**src/common/alu_ops_pkg.sv**
```systemverilog
package alu_ops_pkg;

    // ------------------------------
    // Field widths
    // ------------------------------
    typedef logic [31:0] word_t;
    typedef logic [7:0]  route_t;
    typedef logic [15:0] seq_id_t;
    typedef logic [3:0]  hops_t;

    // Last packet of a sequence is marked DONE
    typedef enum logic {
        SEQ_RUNNING = 1'b0,
        SEQ_DONE    = 1'b1
    } seq_state_e;

    typedef enum logic [2:0] {
        ALU_NOP = 3'd0,
        ALU_ADD = 3'd1,
        ALU_SUB = 3'd2,
        ALU_MUL = 3'd3,
        ALU_ACC = 3'd4
    } alu_op_e;

    typedef enum logic [2:0] {
        SETUP_RESET      = 3'd0,
        SETUP_IDLE       = 3'd1,
        SETUP_WAIT_START = 3'd2,
        SETUP_REQUEST    = 3'd3,
        SETUP_WAIT_CONFIG = 3'd4,
        SETUP_BUSY       = 3'd5,
        SETUP_PAUSE      = 3'd6
    } setup_state_e;

    // ------------------------------
    // Engine sizing
    // ------------------------------
    localparam int FIFO_DEPTH    = 16;
    // Leaves room for the packets still in flight after pops stop
    localparam int PROG_THRESH   = 8;
    localparam int KERNEL_STAGES = 2;

    // Packed FIFO words
    localparam int IN_PKT_W  = 2 * $bits(word_t) + $bits(route_t) + $bits(seq_state_e)
                             + $bits(seq_id_t) + $bits(hops_t);
    localparam int OUT_PKT_W = $bits(word_t) + 2 * $bits(route_t) + $bits(seq_state_e)
                             + $bits(seq_id_t) + $bits(hops_t);

endpackage : alu_ops_pkg

```
**src/hdl/sync_fifo.sv**
```systemverilog
`timescale 1ns/100ps

module sync_fifo #(
    parameter int WIDTH  = $bits(alu_ops_pkg::word_t),
    parameter int DEPTH  = alu_ops_pkg::FIFO_DEPTH,
    parameter int THRESH = alu_ops_pkg::PROG_THRESH
) (
    input  logic             ap_clk,
    input  logic             areset_generator,
    input  logic             wr_en,
    input  logic [WIDTH-1:0] din,
    input  logic             rd_en,
    output logic [WIDTH-1:0] dout,
    output logic             rd_valid,
    output logic             full,
    output logic             empty,
    output logic             prog_full
);

    localparam int PTR_W = $clog2(DEPTH);
    localparam int CNT_W = $clog2(DEPTH + 1);

    logic [WIDTH-1:0] mem [DEPTH];
    logic [PTR_W-1:0] wr_ptr;
    logic [PTR_W-1:0] rd_ptr;
    logic [CNT_W-1:0] count;
    logic             wr_ok;
    logic             rd_ok;

    assign wr_ok     = wr_en & ~full;
    assign rd_ok     = rd_en & ~empty;
    assign full      = (count == CNT_W'(DEPTH));
    assign empty     = (count == '0);
    assign prog_full = (count >= CNT_W'(THRESH));

    // ------------------------------
    // Pointers and fill level
    // ------------------------------
    always_ff @(posedge ap_clk) begin
        if (areset_generator) begin
            wr_ptr   <= '0;
            rd_ptr   <= '0;
            count    <= '0;
            rd_valid <= 1'b0;
        end else begin
            if (wr_ok) begin
                wr_ptr <= (wr_ptr == PTR_W'(DEPTH - 1)) ? '0 : wr_ptr + 1'b1;
            end
            if (rd_ok) begin
                rd_ptr <= (rd_ptr == PTR_W'(DEPTH - 1)) ? '0 : rd_ptr + 1'b1;
            end
            count    <= count + CNT_W'(wr_ok) - CNT_W'(rd_ok);
            rd_valid <= rd_ok;
        end
    end

    // Storage and registered read port
    always_ff @(posedge ap_clk) begin
        if (wr_ok) begin
            mem[wr_ptr] <= din;
        end
        if (rd_ok) begin
            dout <= mem[rd_ptr];
        end
    end

    // Callers must respect the flags
    assert property (@(posedge ap_clk) disable iff (areset_generator) wr_en |-> !full)
        else $error("sync_fifo write while full");
    assert property (@(posedge ap_clk) disable iff (areset_generator) rd_en |-> !empty)
        else $error("sync_fifo read while empty");

endmodule : sync_fifo

```
**src/alu_ops/alu_ops_setup_fsm.sv**
```systemverilog
`timescale 1ns/100ps

module alu_ops_setup_fsm (
    input  logic                  ap_clk,
    input  logic                  areset_generator,
    input  logic                  config_start,
    input  logic                  config_valid,
    input  alu_ops_pkg::alu_op_e  config_op,
    input  alu_ops_pkg::route_t   config_dest,
    input  logic                  out_prog_full,
    output logic                  configure_memory_setup,
    output logic                  run_enable,
    output alu_ops_pkg::alu_op_e  active_op,
    output alu_ops_pkg::route_t   active_dest,
    output logic                  running
);

    import alu_ops_pkg::*;

    setup_state_e state;
    setup_state_e next_state;

    // ------------------------------
    // State register
    // ------------------------------
    always_ff @(posedge ap_clk) begin
        if (areset_generator) begin
            state <= SETUP_RESET;
        end else begin
            state <= next_state;
        end
    end

    always_comb begin
        next_state = state;
        case (state)
            SETUP_RESET: begin
                next_state = SETUP_IDLE;
            end
            SETUP_IDLE: begin
                next_state = SETUP_WAIT_START;
            end
            SETUP_WAIT_START: begin
                if (config_start) begin
                    next_state = SETUP_REQUEST;
                end
            end
            SETUP_REQUEST: begin
                next_state = SETUP_WAIT_CONFIG;
            end
            SETUP_WAIT_CONFIG: begin
                if (config_valid) begin
                    next_state = SETUP_BUSY;
                end
            end
            SETUP_BUSY: begin
                if (out_prog_full) begin
                    next_state = SETUP_PAUSE;
                end
            end
            SETUP_PAUSE: begin
                if (!out_prog_full) begin
                    next_state = SETUP_BUSY;
                end
            end
            default: begin
                next_state = SETUP_RESET;
            end
        endcase
    end

    // ------------------------------
    // Request pulse and config latch
    // ------------------------------
    // REQUEST lasts one cycle, so the pulse does too
    always_ff @(posedge ap_clk) begin
        if (areset_generator) begin
            configure_memory_setup <= 1'b0;
            active_op              <= ALU_NOP;
        end else begin
            configure_memory_setup <= (state == SETUP_REQUEST);
            if (state == SETUP_WAIT_CONFIG && config_valid) begin
                active_op <= config_op;
            end
        end
    end

    always_ff @(posedge ap_clk) begin
        if (state == SETUP_WAIT_CONFIG && config_valid) begin
            active_dest <= config_dest;
        end
    end

    assign run_enable = (state == SETUP_BUSY);
    assign running    = (state == SETUP_BUSY) || (state == SETUP_PAUSE);

    assert property (@(posedge ap_clk) disable iff (areset_generator)
        state inside {SETUP_RESET, SETUP_IDLE, SETUP_WAIT_START, SETUP_REQUEST,
                      SETUP_WAIT_CONFIG, SETUP_BUSY, SETUP_PAUSE})
        else $error("setup FSM in illegal state");

endmodule : alu_ops_setup_fsm

```
**src/alu_ops/alu_ops_kernel.sv**
```systemverilog
`timescale 1ns/100ps

module alu_ops_kernel (
    input  logic                    ap_clk,
    input  logic                    areset_generator,
    input  alu_ops_pkg::alu_op_e    alu_op,
    input  logic                    data_valid,
    input  alu_ops_pkg::word_t      op_a,
    input  alu_ops_pkg::word_t      op_b,
    input  alu_ops_pkg::seq_state_e seq_state,
    output alu_ops_pkg::word_t      result,
    output logic                    result_valid
);

    import alu_ops_pkg::*;

    word_t a_q;
    word_t b_q;
    logic  valid_q;
    logic  done_q;
    word_t acc;

    // ------------------------------
    // Stage 1 operand registers
    // ------------------------------
    always_ff @(posedge ap_clk) begin
        if (areset_generator) begin
            valid_q <= 1'b0;
        end else begin
            valid_q <= data_valid;
        end
    end

    always_ff @(posedge ap_clk) begin
        a_q    <= op_a;
        b_q    <= op_b;
        done_q <= (seq_state == SEQ_DONE);
    end

    // ------------------------------
    // Stage 2 compute
    // ------------------------------
    always_ff @(posedge ap_clk) begin
        if (valid_q) begin
            case (alu_op)
                ALU_ADD: result <= a_q + b_q;
                ALU_SUB: result <= a_q - b_q;
                // Low word of the product
                ALU_MUL: result <= a_q * b_q;
                ALU_ACC: result <= acc + a_q;
                default: result <= a_q;
            endcase
        end
    end

    // Accumulator restarts on the edge that emits the sum
    always_ff @(posedge ap_clk) begin
        if (areset_generator) begin
            acc          <= '0;
            result_valid <= 1'b0;
        end else begin
            if (valid_q && alu_op == ALU_ACC) begin
                acc <= done_q ? '0 : acc + a_q;
            end
            result_valid <= valid_q && (alu_op != ALU_ACC || done_q);
        end
    end

endmodule : alu_ops_kernel

```
**src/alu_ops/alu_ops_result_stage.sv**
```systemverilog
`timescale 1ns/100ps

module alu_ops_result_stage (
    input  logic                    ap_clk,
    input  logic                    areset_generator,
    input  logic                    in_valid,
    input  alu_ops_pkg::route_t     src,
    input  alu_ops_pkg::seq_state_e seq_state,
    input  alu_ops_pkg::seq_id_t    seq_id,
    input  alu_ops_pkg::hops_t      hops,
    input  alu_ops_pkg::word_t      result,
    input  logic                    result_valid,
    input  alu_ops_pkg::route_t     dest,
    output logic                    push,
    output alu_ops_pkg::word_t      out_word,
    output alu_ops_pkg::route_t     out_dest,
    output alu_ops_pkg::route_t     out_src,
    output alu_ops_pkg::seq_state_e out_seq_state,
    output alu_ops_pkg::seq_id_t    out_seq_id,
    output alu_ops_pkg::hops_t      out_hops,
    output logic                    pipe_busy
);

    import alu_ops_pkg::*;

    logic [KERNEL_STAGES-1:0] vld;
    route_t                   src_dl   [KERNEL_STAGES];
    seq_state_e               state_dl [KERNEL_STAGES];
    seq_id_t                  id_dl    [KERNEL_STAGES];
    hops_t                    hops_dl  [KERNEL_STAGES];

    // ------------------------------
    // Metadata delay line
    // ------------------------------
    always_ff @(posedge ap_clk) begin
        if (areset_generator) begin
            vld <= '0;
        end else begin
            vld <= {vld[KERNEL_STAGES-2:0], in_valid};
        end
    end

    always_ff @(posedge ap_clk) begin
        src_dl[0]   <= src;
        state_dl[0] <= seq_state;
        id_dl[0]    <= seq_id;
        hops_dl[0]  <= hops;
        for (int i = 1; i < KERNEL_STAGES; i++) begin
            src_dl[i]   <= src_dl[i-1];
            state_dl[i] <= state_dl[i-1];
            id_dl[i]    <= id_dl[i-1];
            hops_dl[i]  <= hops_dl[i-1];
        end
    end

    // Tail of the delay line lines up with the kernel result
    assign push          = result_valid;
    assign out_word      = result;
    assign out_dest      = dest;
    assign out_src       = src_dl[KERNEL_STAGES-1];
    assign out_seq_state = state_dl[KERNEL_STAGES-1];
    assign out_seq_id    = id_dl[KERNEL_STAGES-1];
    assign out_hops      = hops_dl[KERNEL_STAGES-1];

    // Includes the packet just read from the input FIFO
    assign pipe_busy = in_valid | (|vld);

    // A kernel result must have its metadata at the tail
    assert property (@(posedge ap_clk) disable iff (areset_generator)
        result_valid |-> vld[KERNEL_STAGES-1])
        else $error("kernel result without matching metadata");

endmodule : alu_ops_result_stage

```
**src/hdl/alu_ops_engine.sv**
```systemverilog
`timescale 1ns/100ps

module alu_ops_engine (
    input  logic                    ap_clk,
    input  logic                    areset_generator,
    input  logic                    in_valid,
    input  alu_ops_pkg::word_t      op_a,
    input  alu_ops_pkg::word_t      op_b,
    input  alu_ops_pkg::route_t     src,
    input  alu_ops_pkg::seq_state_e seq_state,
    input  alu_ops_pkg::seq_id_t    seq_id,
    input  alu_ops_pkg::hops_t      hops,
    output logic                    in_full,
    input  logic                    config_start,
    input  logic                    config_valid,
    input  alu_ops_pkg::alu_op_e    config_op,
    input  alu_ops_pkg::route_t     config_dest,
    output logic                    configure_memory_setup,
    input  logic                    out_pop,
    output logic                    out_valid,
    output alu_ops_pkg::word_t      out_result,
    output alu_ops_pkg::route_t     out_dest,
    output alu_ops_pkg::route_t     out_src,
    output alu_ops_pkg::seq_state_e out_seq_state,
    output alu_ops_pkg::seq_id_t    out_seq_id,
    output alu_ops_pkg::hops_t      out_hops,
    output logic                    done_out
);

    import alu_ops_pkg::*;

    // Registered inputs
    logic       in_valid_reg;
    word_t      op_a_reg;
    word_t      op_b_reg;
    route_t     src_reg;
    seq_state_e seq_state_reg;
    seq_id_t    seq_id_reg;
    hops_t      hops_reg;
    logic       config_start_reg;
    logic       config_valid_reg;
    alu_op_e    config_op_reg;
    route_t     config_dest_reg;
    logic       out_pop_reg;

    // Input FIFO side
    logic [IN_PKT_W-1:0] in_dout;
    logic                in_rd_en;
    logic                in_rd_valid;
    logic                in_empty;
    word_t               pop_op_a;
    word_t               pop_op_b;
    route_t              pop_src;
    logic                pop_state_bit;
    seq_id_t             pop_seq_id;
    hops_t               pop_hops;

    // Control and kernel
    logic    run_enable;
    logic    running;
    alu_op_e active_op;
    route_t  active_dest;
    word_t   kernel_result;
    logic    kernel_valid;

    // Output FIFO side
    logic                 push;
    word_t                push_word;
    route_t               push_dest;
    route_t               push_src;
    seq_state_e           push_seq_state;
    seq_id_t              push_seq_id;
    hops_t                push_hops;
    logic                 pipe_busy;
    logic [OUT_PKT_W-1:0] out_dout;
    logic                 out_rd_en;
    logic                 out_full;
    logic                 out_empty;
    logic                 out_prog_full;
    logic                 out_state_bit;

    // ------------------------------
    // Input registers
    // ------------------------------
    always_ff @(posedge ap_clk) begin
        if (areset_generator) begin
            in_valid_reg     <= 1'b0;
            config_start_reg <= 1'b0;
            config_valid_reg <= 1'b0;
            out_pop_reg      <= 1'b0;
        end else begin
            in_valid_reg     <= in_valid;
            config_start_reg <= config_start;
            config_valid_reg <= config_valid;
            out_pop_reg      <= out_pop;
        end
    end

    always_ff @(posedge ap_clk) begin
        op_a_reg        <= op_a;
        op_b_reg        <= op_b;
        src_reg         <= src;
        seq_state_reg   <= seq_state;
        seq_id_reg      <= seq_id;
        hops_reg        <= hops;
        config_op_reg   <= config_op;
        config_dest_reg <= config_dest;
    end

    // ------------------------------
    // Input FIFO
    // ------------------------------
    // Stop popping once the output FIFO nears full
    assign in_rd_en = ~in_empty & run_enable & ~out_prog_full;

    sync_fifo #(
        .WIDTH (IN_PKT_W),
        .DEPTH (FIFO_DEPTH),
        .THRESH(PROG_THRESH)
    ) inst_fifo_in (
        .ap_clk          (ap_clk),
        .areset_generator(areset_generator),
        .wr_en           (in_valid_reg),
        .din             ({op_a_reg, op_b_reg, src_reg, seq_state_reg, seq_id_reg, hops_reg}),
        .rd_en           (in_rd_en),
        .dout            (in_dout),
        .rd_valid        (in_rd_valid),
        .full            (in_full),
        .empty           (in_empty),
        .prog_full       ()
    );

    assign {pop_op_a, pop_op_b, pop_src, pop_state_bit, pop_seq_id, pop_hops} = in_dout;

    alu_ops_setup_fsm inst_setup_fsm (
        .ap_clk                (ap_clk),
        .areset_generator      (areset_generator),
        .config_start          (config_start_reg),
        .config_valid          (config_valid_reg),
        .config_op             (config_op_reg),
        .config_dest           (config_dest_reg),
        .out_prog_full         (out_prog_full),
        .configure_memory_setup(configure_memory_setup),
        .run_enable            (run_enable),
        .active_op             (active_op),
        .active_dest           (active_dest),
        .running               (running)
    );

    alu_ops_kernel inst_kernel (
        .ap_clk          (ap_clk),
        .areset_generator(areset_generator),
        .alu_op          (active_op),
        .data_valid      (in_rd_valid),
        .op_a            (pop_op_a),
        .op_b            (pop_op_b),
        .seq_state       (seq_state_e'(pop_state_bit)),
        .result          (kernel_result),
        .result_valid    (kernel_valid)
    );

    alu_ops_result_stage inst_result_stage (
        .ap_clk          (ap_clk),
        .areset_generator(areset_generator),
        .in_valid        (in_rd_valid),
        .src             (pop_src),
        .seq_state       (seq_state_e'(pop_state_bit)),
        .seq_id          (pop_seq_id),
        .hops            (pop_hops),
        .result          (kernel_result),
        .result_valid    (kernel_valid),
        .dest            (active_dest),
        .push            (push),
        .out_word        (push_word),
        .out_dest        (push_dest),
        .out_src         (push_src),
        .out_seq_state   (push_seq_state),
        .out_seq_id      (push_seq_id),
        .out_hops        (push_hops),
        .pipe_busy       (pipe_busy)
    );

    // ------------------------------
    // Output FIFO
    // ------------------------------
    assign out_rd_en = out_pop_reg & ~out_empty;

    sync_fifo #(
        .WIDTH (OUT_PKT_W),
        .DEPTH (FIFO_DEPTH),
        .THRESH(PROG_THRESH)
    ) inst_fifo_out (
        .ap_clk          (ap_clk),
        .areset_generator(areset_generator),
        .wr_en           (push),
        .din             ({push_word, push_dest, push_src, push_seq_state, push_seq_id,
                           push_hops}),
        .rd_en           (out_rd_en),
        .dout            (out_dout),
        .rd_valid        (out_valid),
        .full            (out_full),
        .empty           (out_empty),
        .prog_full       (out_prog_full)
    );

    assign {out_result, out_dest, out_src, out_state_bit, out_seq_id, out_hops} = out_dout;
    assign out_seq_state = seq_state_e'(out_state_bit);

    // Drained means nothing queued, in flight or waiting in the input register
    always_ff @(posedge ap_clk) begin
        if (areset_generator) begin
            done_out <= 1'b0;
        end else begin
            done_out <= running & in_empty & out_empty & ~pipe_busy & ~in_valid_reg;
        end
    end

    // Pops stop in time to leave room for packets in flight
    assert property (@(posedge ap_clk) disable iff (areset_generator) push |-> !out_full)
        else $error("output FIFO overflow under back-pressure");

endmodule : alu_ops_engine

```
**config.mk**
```make
export PLATFORM = sky130hd
export DESIGN_NAME = alu_ops_engine
export DESIGN_NICKNAME = d
export VERILOG_FILES = /design/src/common/alu_ops_pkg.sv /design/src/hdl/sync_fifo.sv /design/src/alu_ops/alu_ops_setup_fsm.sv /design/src/alu_ops/alu_ops_kernel.sv /design/src/alu_ops/alu_ops_result_stage.sv /design/src/hdl/alu_ops_engine.sv
export SDC_FILE = /design/constraint.sdc
export NUM_CORES = 2
export LEC_CHECK = 0
export BUFFER_PORTS_ARGS = -buffer_cell sky130_fd_sc_hd__buf_4
export CAP_MARGIN = 40
export CORE_MARGIN = 3
export CORE_UTILIZATION = 63
export CTS_CLUSTER_SIZE = 28
export DETAILED_ROUTE_END_ITERATION = 8
export MAX_ROUTING_LAYER = met4
export PLACE_DENSITY = 0.79
export REMOVE_ABC_BUFFERS = 1
export SLEW_MARGIN = 20
export SYNTH_ARGS = -nofsm -noshare
export SYNTH_HDL_FRONTEND = slang
export SYNTH_SLANG_ARGS = --single-unit
```
**constraint.sdc**
```tcl
create_clock -name ap_clk -period 9.5 [get_ports ap_clk]
set_input_delay 0.475 -clock ap_clk [delete_from_list [all_inputs] [get_ports ap_clk]]
set_output_delay 0.475 -clock ap_clk [all_outputs]
set_load 0.02 [all_outputs]
```
=== After elaboration in Yosys (flattened, before gate mapping) ===
Memories as Yosys holds them, arrays and structs flattened. A register that Yosys moved wholly into a read port is not among the register bits.
Cells that the tools add are included.

* Muxes and demuxes: 15
* $mul: 1
* Magnitude comparators: 1
* Add/subtract/negate cells: 11
* Reductions and logical operators: 10
* Bitwise logic cells: 19
* Equal/unequal tests: 21

{| class="wikitable"
|+ Operator list
! operator !! number
|-
| $pmux 32 s4 || 1
|-
| $add 32x32->32 || 2
|-
| $mul 32x32->32 || 1
|-
| $mux 32 || 1
|-
| $sub 32x32->32 || 1
|-
| $pmux 3 s7 || 1
|-
| $add 4x1->4 const B || 4
|-
| $eq 4x4->1 const B || 4
|-
| $mux 4 || 4
|-
| $eq 3x2->1 const B || 4
|-
| $eq 3x3->1 const B || 4
|-
| $mux 3 || 4
|-
| $and 1x1->1 || 11
|-
| $add 5x1->5 || 2
|-
| $eq 5x5->1 const B || 2
|-
| $logic_not 5->1 || 2
|-
| $sub 5x1->5 || 2
|-
| $not 1->1 || 7
|-
| $eq 3x1->1 const B || 2
|-
| $ne 2x2->1 const B || 3
|-
| $ge 5x4->1 const B || 1
|-
| $mux 1 || 4
|-
| $reduce_and 4->1 || 1
|-
| $logic_and 1x1->1 || 3
|-
| 6 further kinds || 7
|}

* Memories kept: 6
* Output and inout bits: 73
* Memory bits (writable): 2,650
* Flip-flop bits (word level): 285

{| class="wikitable"
|+ Memories
! name !! words !! width !! rd ports !! clocked after memory_dff !! write ports !! RTL line !! source
|-
| inst_fifo_in.mem || 16 || 93 || 1 || 1 || 1 || sync_fifo.sv:23 || <nowiki>logic [WIDTH-1:0] mem [DEPTH];</nowiki>
|-
| inst_fifo_out.mem || 16 || 69 || 1 || 1 || 1 || sync_fifo.sv:23 ||
|-
| inst_result_stage.id_dl || 2 || 16 || 2 || 0 || 2 || alu_ops_result_stage.sv:29 || <nowiki>seq_id_t id_dl [KERNEL_STAGES];</nowiki>
|-
| inst_result_stage.src_dl || 2 || 8 || 2 || 0 || 2 || alu_ops_result_stage.sv:27 || <nowiki>route_t src_dl [KERNEL_STAGES];</nowiki>
|-
| inst_result_stage.hops_dl || 2 || 4 || 2 || 0 || 2 || alu_ops_result_stage.sv:30 || <nowiki>hops_t hops_dl [KERNEL_STAGES];</nowiki>
|-
| inst_result_stage.state_dl || 2 || 1 || 2 || 0 || 2 || alu_ops_result_stage.sv:28 || <nowiki>seq_state_e state_dl [KERNEL_STAGES];</nowiki>
|}

=== Depth between registers and ports, before layout ===
* Depth in word-level cells: 6
* Gate-level depth with buffers: 27
* Gate-level depth less buffers: 25

=== Modules after synthesis ===
Synthesis repeated with hierarchy kept, for this count alone.

* Cell total of the unflattened synthesis: 7,289
* Area total of the unflattened synthesis: 131,823.9 um^2

{| class="wikitable"
|+ By module, submodules not included
! module !! cells an instance !! area each (um^2) !! times used
|-
| sync_fifo (inst_fifo_in) || 2,480 || 59,264.3 || 1
|-
| sync_fifo (inst_fifo_out) || 1,873 || 44,207.4 || 1
|-
| alu_ops_kernel || 2,648 || 23,817.8 || 1
|-
| alu_ops_engine || 117 || 2,254.7 || 1
|-
| alu_ops_result_stage || 132 || 1,737.9 || 1
|-
| alu_ops_setup_fsm || 39 || 541.8 || 1
|}

=== Worst setup path before layout ===
Ideal clock, no wire load.

* Path type: register -> register
* From: reg inst_fifo_in.count[2]
* To: mem inst_fifo_in.mem[3][0] (netlist name) (enable)
* Buffers on the path: 1
* Data required time: 8,842 ps
* Data arrival time: 7,712 ps
* Setup slack: 1,129 ps
* Cell stages (with the launch flop): 8
* Library setup time: 658 ps
* Cell sequence: dfxtp_1 inv_1 ha_1 and4_1 nor2b_1 clkbuf_1 nand2_1 nor3_1

* Cells in the longest elaborated chain, start to end: 5

{| class="wikitable"
|+ RTL lines
! element !! RTL line !! source
|-
| from (decl) || sync_fifo.sv:26 || <nowiki>logic [CNT_W-1:0] count;</nowiki>
|-
| from (signal assigned) || sync_fifo.sv:52 || <nowiki>count <= count + CNT_W'(wr_ok) - CNT_W'(rd_ok);</nowiki>
|-
| $eq 5x5->1 || sync_fifo.sv:32 || <nowiki>assign full = (count == CNT_W'(DEPTH));</nowiki>
|-
| net in_full || alu_ops_engine.sv:13 || <nowiki>output logic in_full,</nowiki>
|-
| $not 1->1 || sync_fifo.sv:30 || <nowiki>assign wr_ok = wr_en & ~full;</nowiki>
|-
| $and 1x1->1 || sync_fifo.sv:30 ||
|-
| net inst_fifo_in.wr_ok || sync_fifo.sv:27 || <nowiki>logic wr_ok;</nowiki>
|-
| $mux 1 || sync_fifo.sv:59 || <nowiki>if (wr_ok) begin</nowiki>
|-
| $mux 1 (implied by the code) || sync_fifo.sv:60 || <nowiki>mem[wr_ptr] <= din;</nowiki>
|-
| to (decl) || sync_fifo.sv:23 ||
|}

The timed path passes the listed nets, and every way through them passes these cells.

=== Final worst setup path ===
* From: reg inst_kernel.a_q[12]
* To: reg inst_kernel.result[31], data pin

* Cells in the longest elaborated chain, start to end: 2

{| class="wikitable"
|+ RTL lines
! element !! RTL line !! source
|-
| from (decl) || alu_ops_kernel.sv:17 || <nowiki>word_t a_q;</nowiki>
|-
| from (signal assigned) || alu_ops_kernel.sv:35 || <nowiki>a_q <= op_a;</nowiki>
|-
| $mul 32x32->32, or another cell as far along || alu_ops_kernel.sv:49 || <nowiki>ALU_MUL: result <= a_q * b_q;</nowiki>
|-
| $pmux 32 s4 * || alu_ops_kernel.sv:45 || <nowiki>case (alu_op)</nowiki>
|-
| to (signal assigned) || alu_ops_kernel.sv:46 || <nowiki>ALU_ADD: result <= a_q + b_q;</nowiki>
|-
| to (signal assigned) || alu_ops_kernel.sv:49 ||
|-
| to (signal assigned) || alu_ops_kernel.sv:50 || <nowiki>ALU_ACC: result <= acc + a_q;</nowiki>
|-
| to (decl) || alu_ops_kernel.sv:11 || <nowiki>output alu_ops_pkg::word_t result,</nowiki>
|}

Every way passes the cells marked *; elsewhere a longest branch is shown, timed or not.
A chain may end at the register's enable or synchronous reset.

==> key figures <==
Setup path
  • Most Frequent Cell on Critical Path: sky130_fd_sc_hd__fa_1
  • Crit end category: flip-flop
  • Launching instance or port of the critical path: inst_kernel.a_q[12]$_DFF_P_
  • Worst Setup Start Kind: flip-flop
  • Arrival time of data at the critical path endpoint: 8.64 ns
  • Worst R2R End: inst_kernel.result[31]$_DFFE_PP_
  • R2R setup slack: 1.46 ns
  • CP Data Required Time: 10.10 ns
  • Depth of the worst register-to-register path: 22
  • Worst-path maximum fanout: 14
  • Launch point of the worst reg-to-reg path: inst_kernel.a_q[12]$_DFF_P_
  • Critical path endpoint: inst_kernel.result[31]$_DFFE_PP_
  • Worst path slowest cell: sky130_fd_sc_hd__dfxtp_1
  • Delay of the slowest cell on the worst path: 0.88 ns
  • Cells traversed along the worst timing path: buf_4 -> and2_1 -> fa_1 -> inv_1 -> fa_1 -> fa_1 -> fa_1 -> fa_1 -> inv_1 -> fa_1 -> fa_1 -> fa_1 -> ha_1 -> and3_1 -> nand2_1 -> or4_1 -> a21oi_1 -> o2111ai_1 -> a311oi_1 -> nor3_1 -> o21ai_0 -> o2111ai_1
  • Critical setup path kind: reg2reg

Yosys
  • Sequential share of the synthesized area: 68.4%
  • Cells taking the most area after synthesis: sky130_fd_sc_hd__edfxtp_1 (64%), sky130_fd_sc_hd__mux4_2 (14%), sky130_fd_sc_hd__fa_1 (6.3%)
  • Post-synthesis cell type count: 79
  • Post-synthesis instance total: 6895
  • Dominant synthesized flop cell: sky130_fd_sc_hd__edfxtp_1
  • Most instantiated library cell after synthesis: sky130_fd_sc_hd__edfxtp_1
  • Synth Cell Area: 131000 um2
  • Yosys warnings: 0
  • Post-synth EDFFs: 2794
  • FFs w/ async S/R, synth: 0%
  • Area leader, netlist: sky130_fd_sc_hd__edfxtp_1
  • Number of storage elements in the synthesis netlist: 3095
  • Synth top cells by count: sky130_fd_sc_hd__edfxtp_1 (2794), sky130_fd_sc_hd__mux4_2 (810), sky130_fd_sc_hd__inv_1 (424)
  • Average instance area after synthesis: 19.1 um2
  • Top cell type's share of synthesized area: 63.8%

Die
  • Initial Util: 63.4%
  • Die H: 463 um
  • Placeable core area: 207000 um2
  • Number of ports placed on the die boundary: 183
  • Total number of placement rows: 167
  • Die width: 463 um
  • Die outline area: 214000 um2

Clock network
  • Clock-pin transition on the worst setup and hold timing paths: 0.08 ns
  • Clock tree buffer depth: 4
  • Clock H-tree levels: 5
  • Post-cts resize count: 0
  • Sinks on Clock Net: 3095
  • Cell at the root of the clock tree: sky130_fd_sc_hd__clkbuf_16
  • Number of buffers inserted during clock tree synthesis: 313
  • TritonCTS clock tree: yes
  • Clock latency reported for the late side of the worst-skew pair: 0.95 ns

Job
  • Max Cap Viol: 0

GRT
  • Total GRT Usage: 32.5%
  • Vias in the first global route: 71900
  • Pin count of the biggest net entering global routing: 150
  • Global Route met3 Usage: 5.76%
  • Remaining global-route overflow: 0
  • Busiest layer in global routing: met2
  • Global routing met2 resource utilization: 51.7%
  • Number of antenna violations at the first check in global routing: 17
  • Global Route met1 Usage: 43.4%
  • Wire length of the first global-routing pass: 491000 um

Finish
  • Finished layout cell area: 148000 um2
  • P&R area growth vs syn: 13.0%
  • Flip-flop count of the largest register, all copies and words added: 1488
  • # fillers: 11800
  • Final core area utilization: 71.6%
  • Layout net count: 8063
  • Biggest registers after layout: inst_fifo_in.mem (1488), inst_fifo_out.mem (1104), inst_fifo_in.dout (93)
  • Most flops, register: inst_fifo_in.mem
  • Fraction of final layout cells sized beyond drive strength 1: 22.2%

STA
  • TNS Setup: 0 ns
  • Tightest Pin Transition: 1.03 ns
  • Minimum clock period: 8.04 ns
  • Setup repair after global routing missed its margin: no
  • Number of max-slew violations in the final report: 0
  • Final hold violation count: 0
  • Maximum frequency from static timing analysis: 124 MHz
  • Final worst path period share: 84.6%
  • Final worst-path setup slack: 1.46 ns
  • Headroom to the max-slew limit: 31.6%
  • Worst clock skew: 0.0790 ns
  • Final count of negative-setup-slack endpoints: 0

Pwr
  • Max VDD drop: 261 uV
  • P per Cell Area: 215 nW/um2
  • Static leakage power: 49.9 nW
  • Final Total Pwr: 31.9 mW

Placed design
  • Number of buffer cells added on primary ports: 182
  • Placed wire-length estimate after detailed placement: 176000 um
  • Final weighted congestion in routability-driven placement: 0.956
  • Worst Setup Slack post-DPL: 1.52 ns
  • Area after DPL: 137000 um2

Status
  • Run status: finished clean

Min path
  • Worst min-delay path category: in2reg

Detailed routing
  • WL per Instance: 32.2 um
  • Post-detailed-routing wire length: 334000 um
  • DRC marker count from the first detailed-route iteration: 9417
  • Via count: 68900
  • Antenna viol nets, final: 0
  • Router iterations before antenna repair: 8
  • Drc violations: 0
  • Number of vias per cell: 6.64
[cells by family (layout without fill, tap and decap cells)]
kind of cell             after synthesis  count (layout)  share of synthesized area (%)
other                                  0              10                              0
XOR/XNOR                             178             178                           1.20
flip-flops                          3095            3095                           68.4
multiplexers                         827             827                           14.0
AO/OA/AOI/OAI                        415             415                           2.08
AND/OR/NAND/NOR                      985             985                           3.78
buffers and inverters                772            1446                           2.21
adder cells (fa/ha/maj)              623             623                           8.29
[critical path: cells and delay by family (launching register included)]
family / cells / cell delay, ns
AOI/OAI and AO/OA: 5 / 1.10
adders and majority gates: 9 / 4.21
buffers and inverters: 3 / 0.46
DFF: 1 / 0.88
and+or+nand+nor: 5 / 1.06
[area by class of cell]
type                            count  area (um2)  share of cell area, %
Timing Repair Buffer              468        4560                   3.07
Clock inverter                    139        1380                  0.930
Clock buffer                      415        8640                   5.82
Inverter                          424        1590                   1.07
Tap cell                         2788        3490                   2.35
Antenna cell                       10        25.0                 0.0169
Sequential cell                  3095       90000                   60.6
Multi-Input combinational cell   3028       38800                   26.1
[stage by stage]
stage          hold slack, ns  instances
3_3_place_gp            0.317       9649
2_1_floorplan           0.310       6547
5_1_grt                 0.112      10400
4_1_cts                 0.111      10300
3_5_place_dp            0.312       9682
6_report                0.161      10400
[layer usage]
layer | up-vias | part of all wire, %
li1 | 27500 | -
met1 | 35800 | 35
met2 | 4781 | 51
met3 | 812 | 11
met4 | 0 | 3.5
met5 | - | 0
[repair_timing]
item,in CTS,in global routing
hold buffers,113,0
setup endpoints to repair,0,0
setup buffers,0,0
endpoints found under the hold margin,117,0
[cells in the final DEF, fill, tap and decap left out, types with 37 or more instances in the layout]
cell / n
sky130_fd_sc_hd__ha_1: 211
sky130_fd_sc_hd__inv_1: 423
sky130_fd_sc_hd__clkinv_2: 50
sky130_fd_sc_hd__nand2_1: 324
sky130_fd_sc_hd__edfxtp_1: 2794
sky130_fd_sc_hd__o21ai_0: 77
sky130_fd_sc_hd__buf_4: 300
sky130_fd_sc_hd__clkinv_1: 41
sky130_fd_sc_hd__fa_1: 412
sky130_fd_sc_hd__xor2_1: 73
sky130_fd_sc_hd__a21oi_1: 109
sky130_fd_sc_hd__mux4_2: 810
sky130_fd_sc_hd__nor2_1: 132
sky130_fd_sc_hd__nor3_1: 37
sky130_fd_sc_hd__clkbuf_16: 321
sky130_fd_sc_hd__and2_1: 313
sky130_fd_sc_hd__dfxtp_1: 289
sky130_fd_sc_hd__xnor2_1: 104
sky130_fd_sc_hd__clkbuf_1: 69
sky130_fd_sc_hd__dlygate4sd3_1: 113
[worst min-delay path by stage]
stage	start	to	slack, ns	cells past startpoint
2_1_floorplan	inst_result_stage.hops_dl[0][0]$_DFF_P_	inst_result_stage.hops_dl[0][4]$_DFF_P_	0.31	0
3_5_place_dp	inst_result_stage.id_dl[0][13]$_DFF_P_	inst_result_stage.id_dl[0][29]$_DFF_P_	0.31	0
3_3_place_gp	inst_result_stage.id_dl[0][13]$_DFF_P_	inst_result_stage.id_dl[0][29]$_DFF_P_	0.32	0
6_report	src[7]	src_reg[7]$_DFF_P_	0.16	2
5_1_grt	src[7]	src_reg[7]$_DFF_P_	0.11	2
4_1_cts	config_dest[7]	config_dest_reg[7]$_DFF_P_	0.11	2
[report_power, final]
group	switching [mW]	internal [mW]
sequential	0.202	15.0
combinational	2.48	2.09
clock	5.13	7.08
total	7.81	24.1
Power figures use the tool's default switching activity.
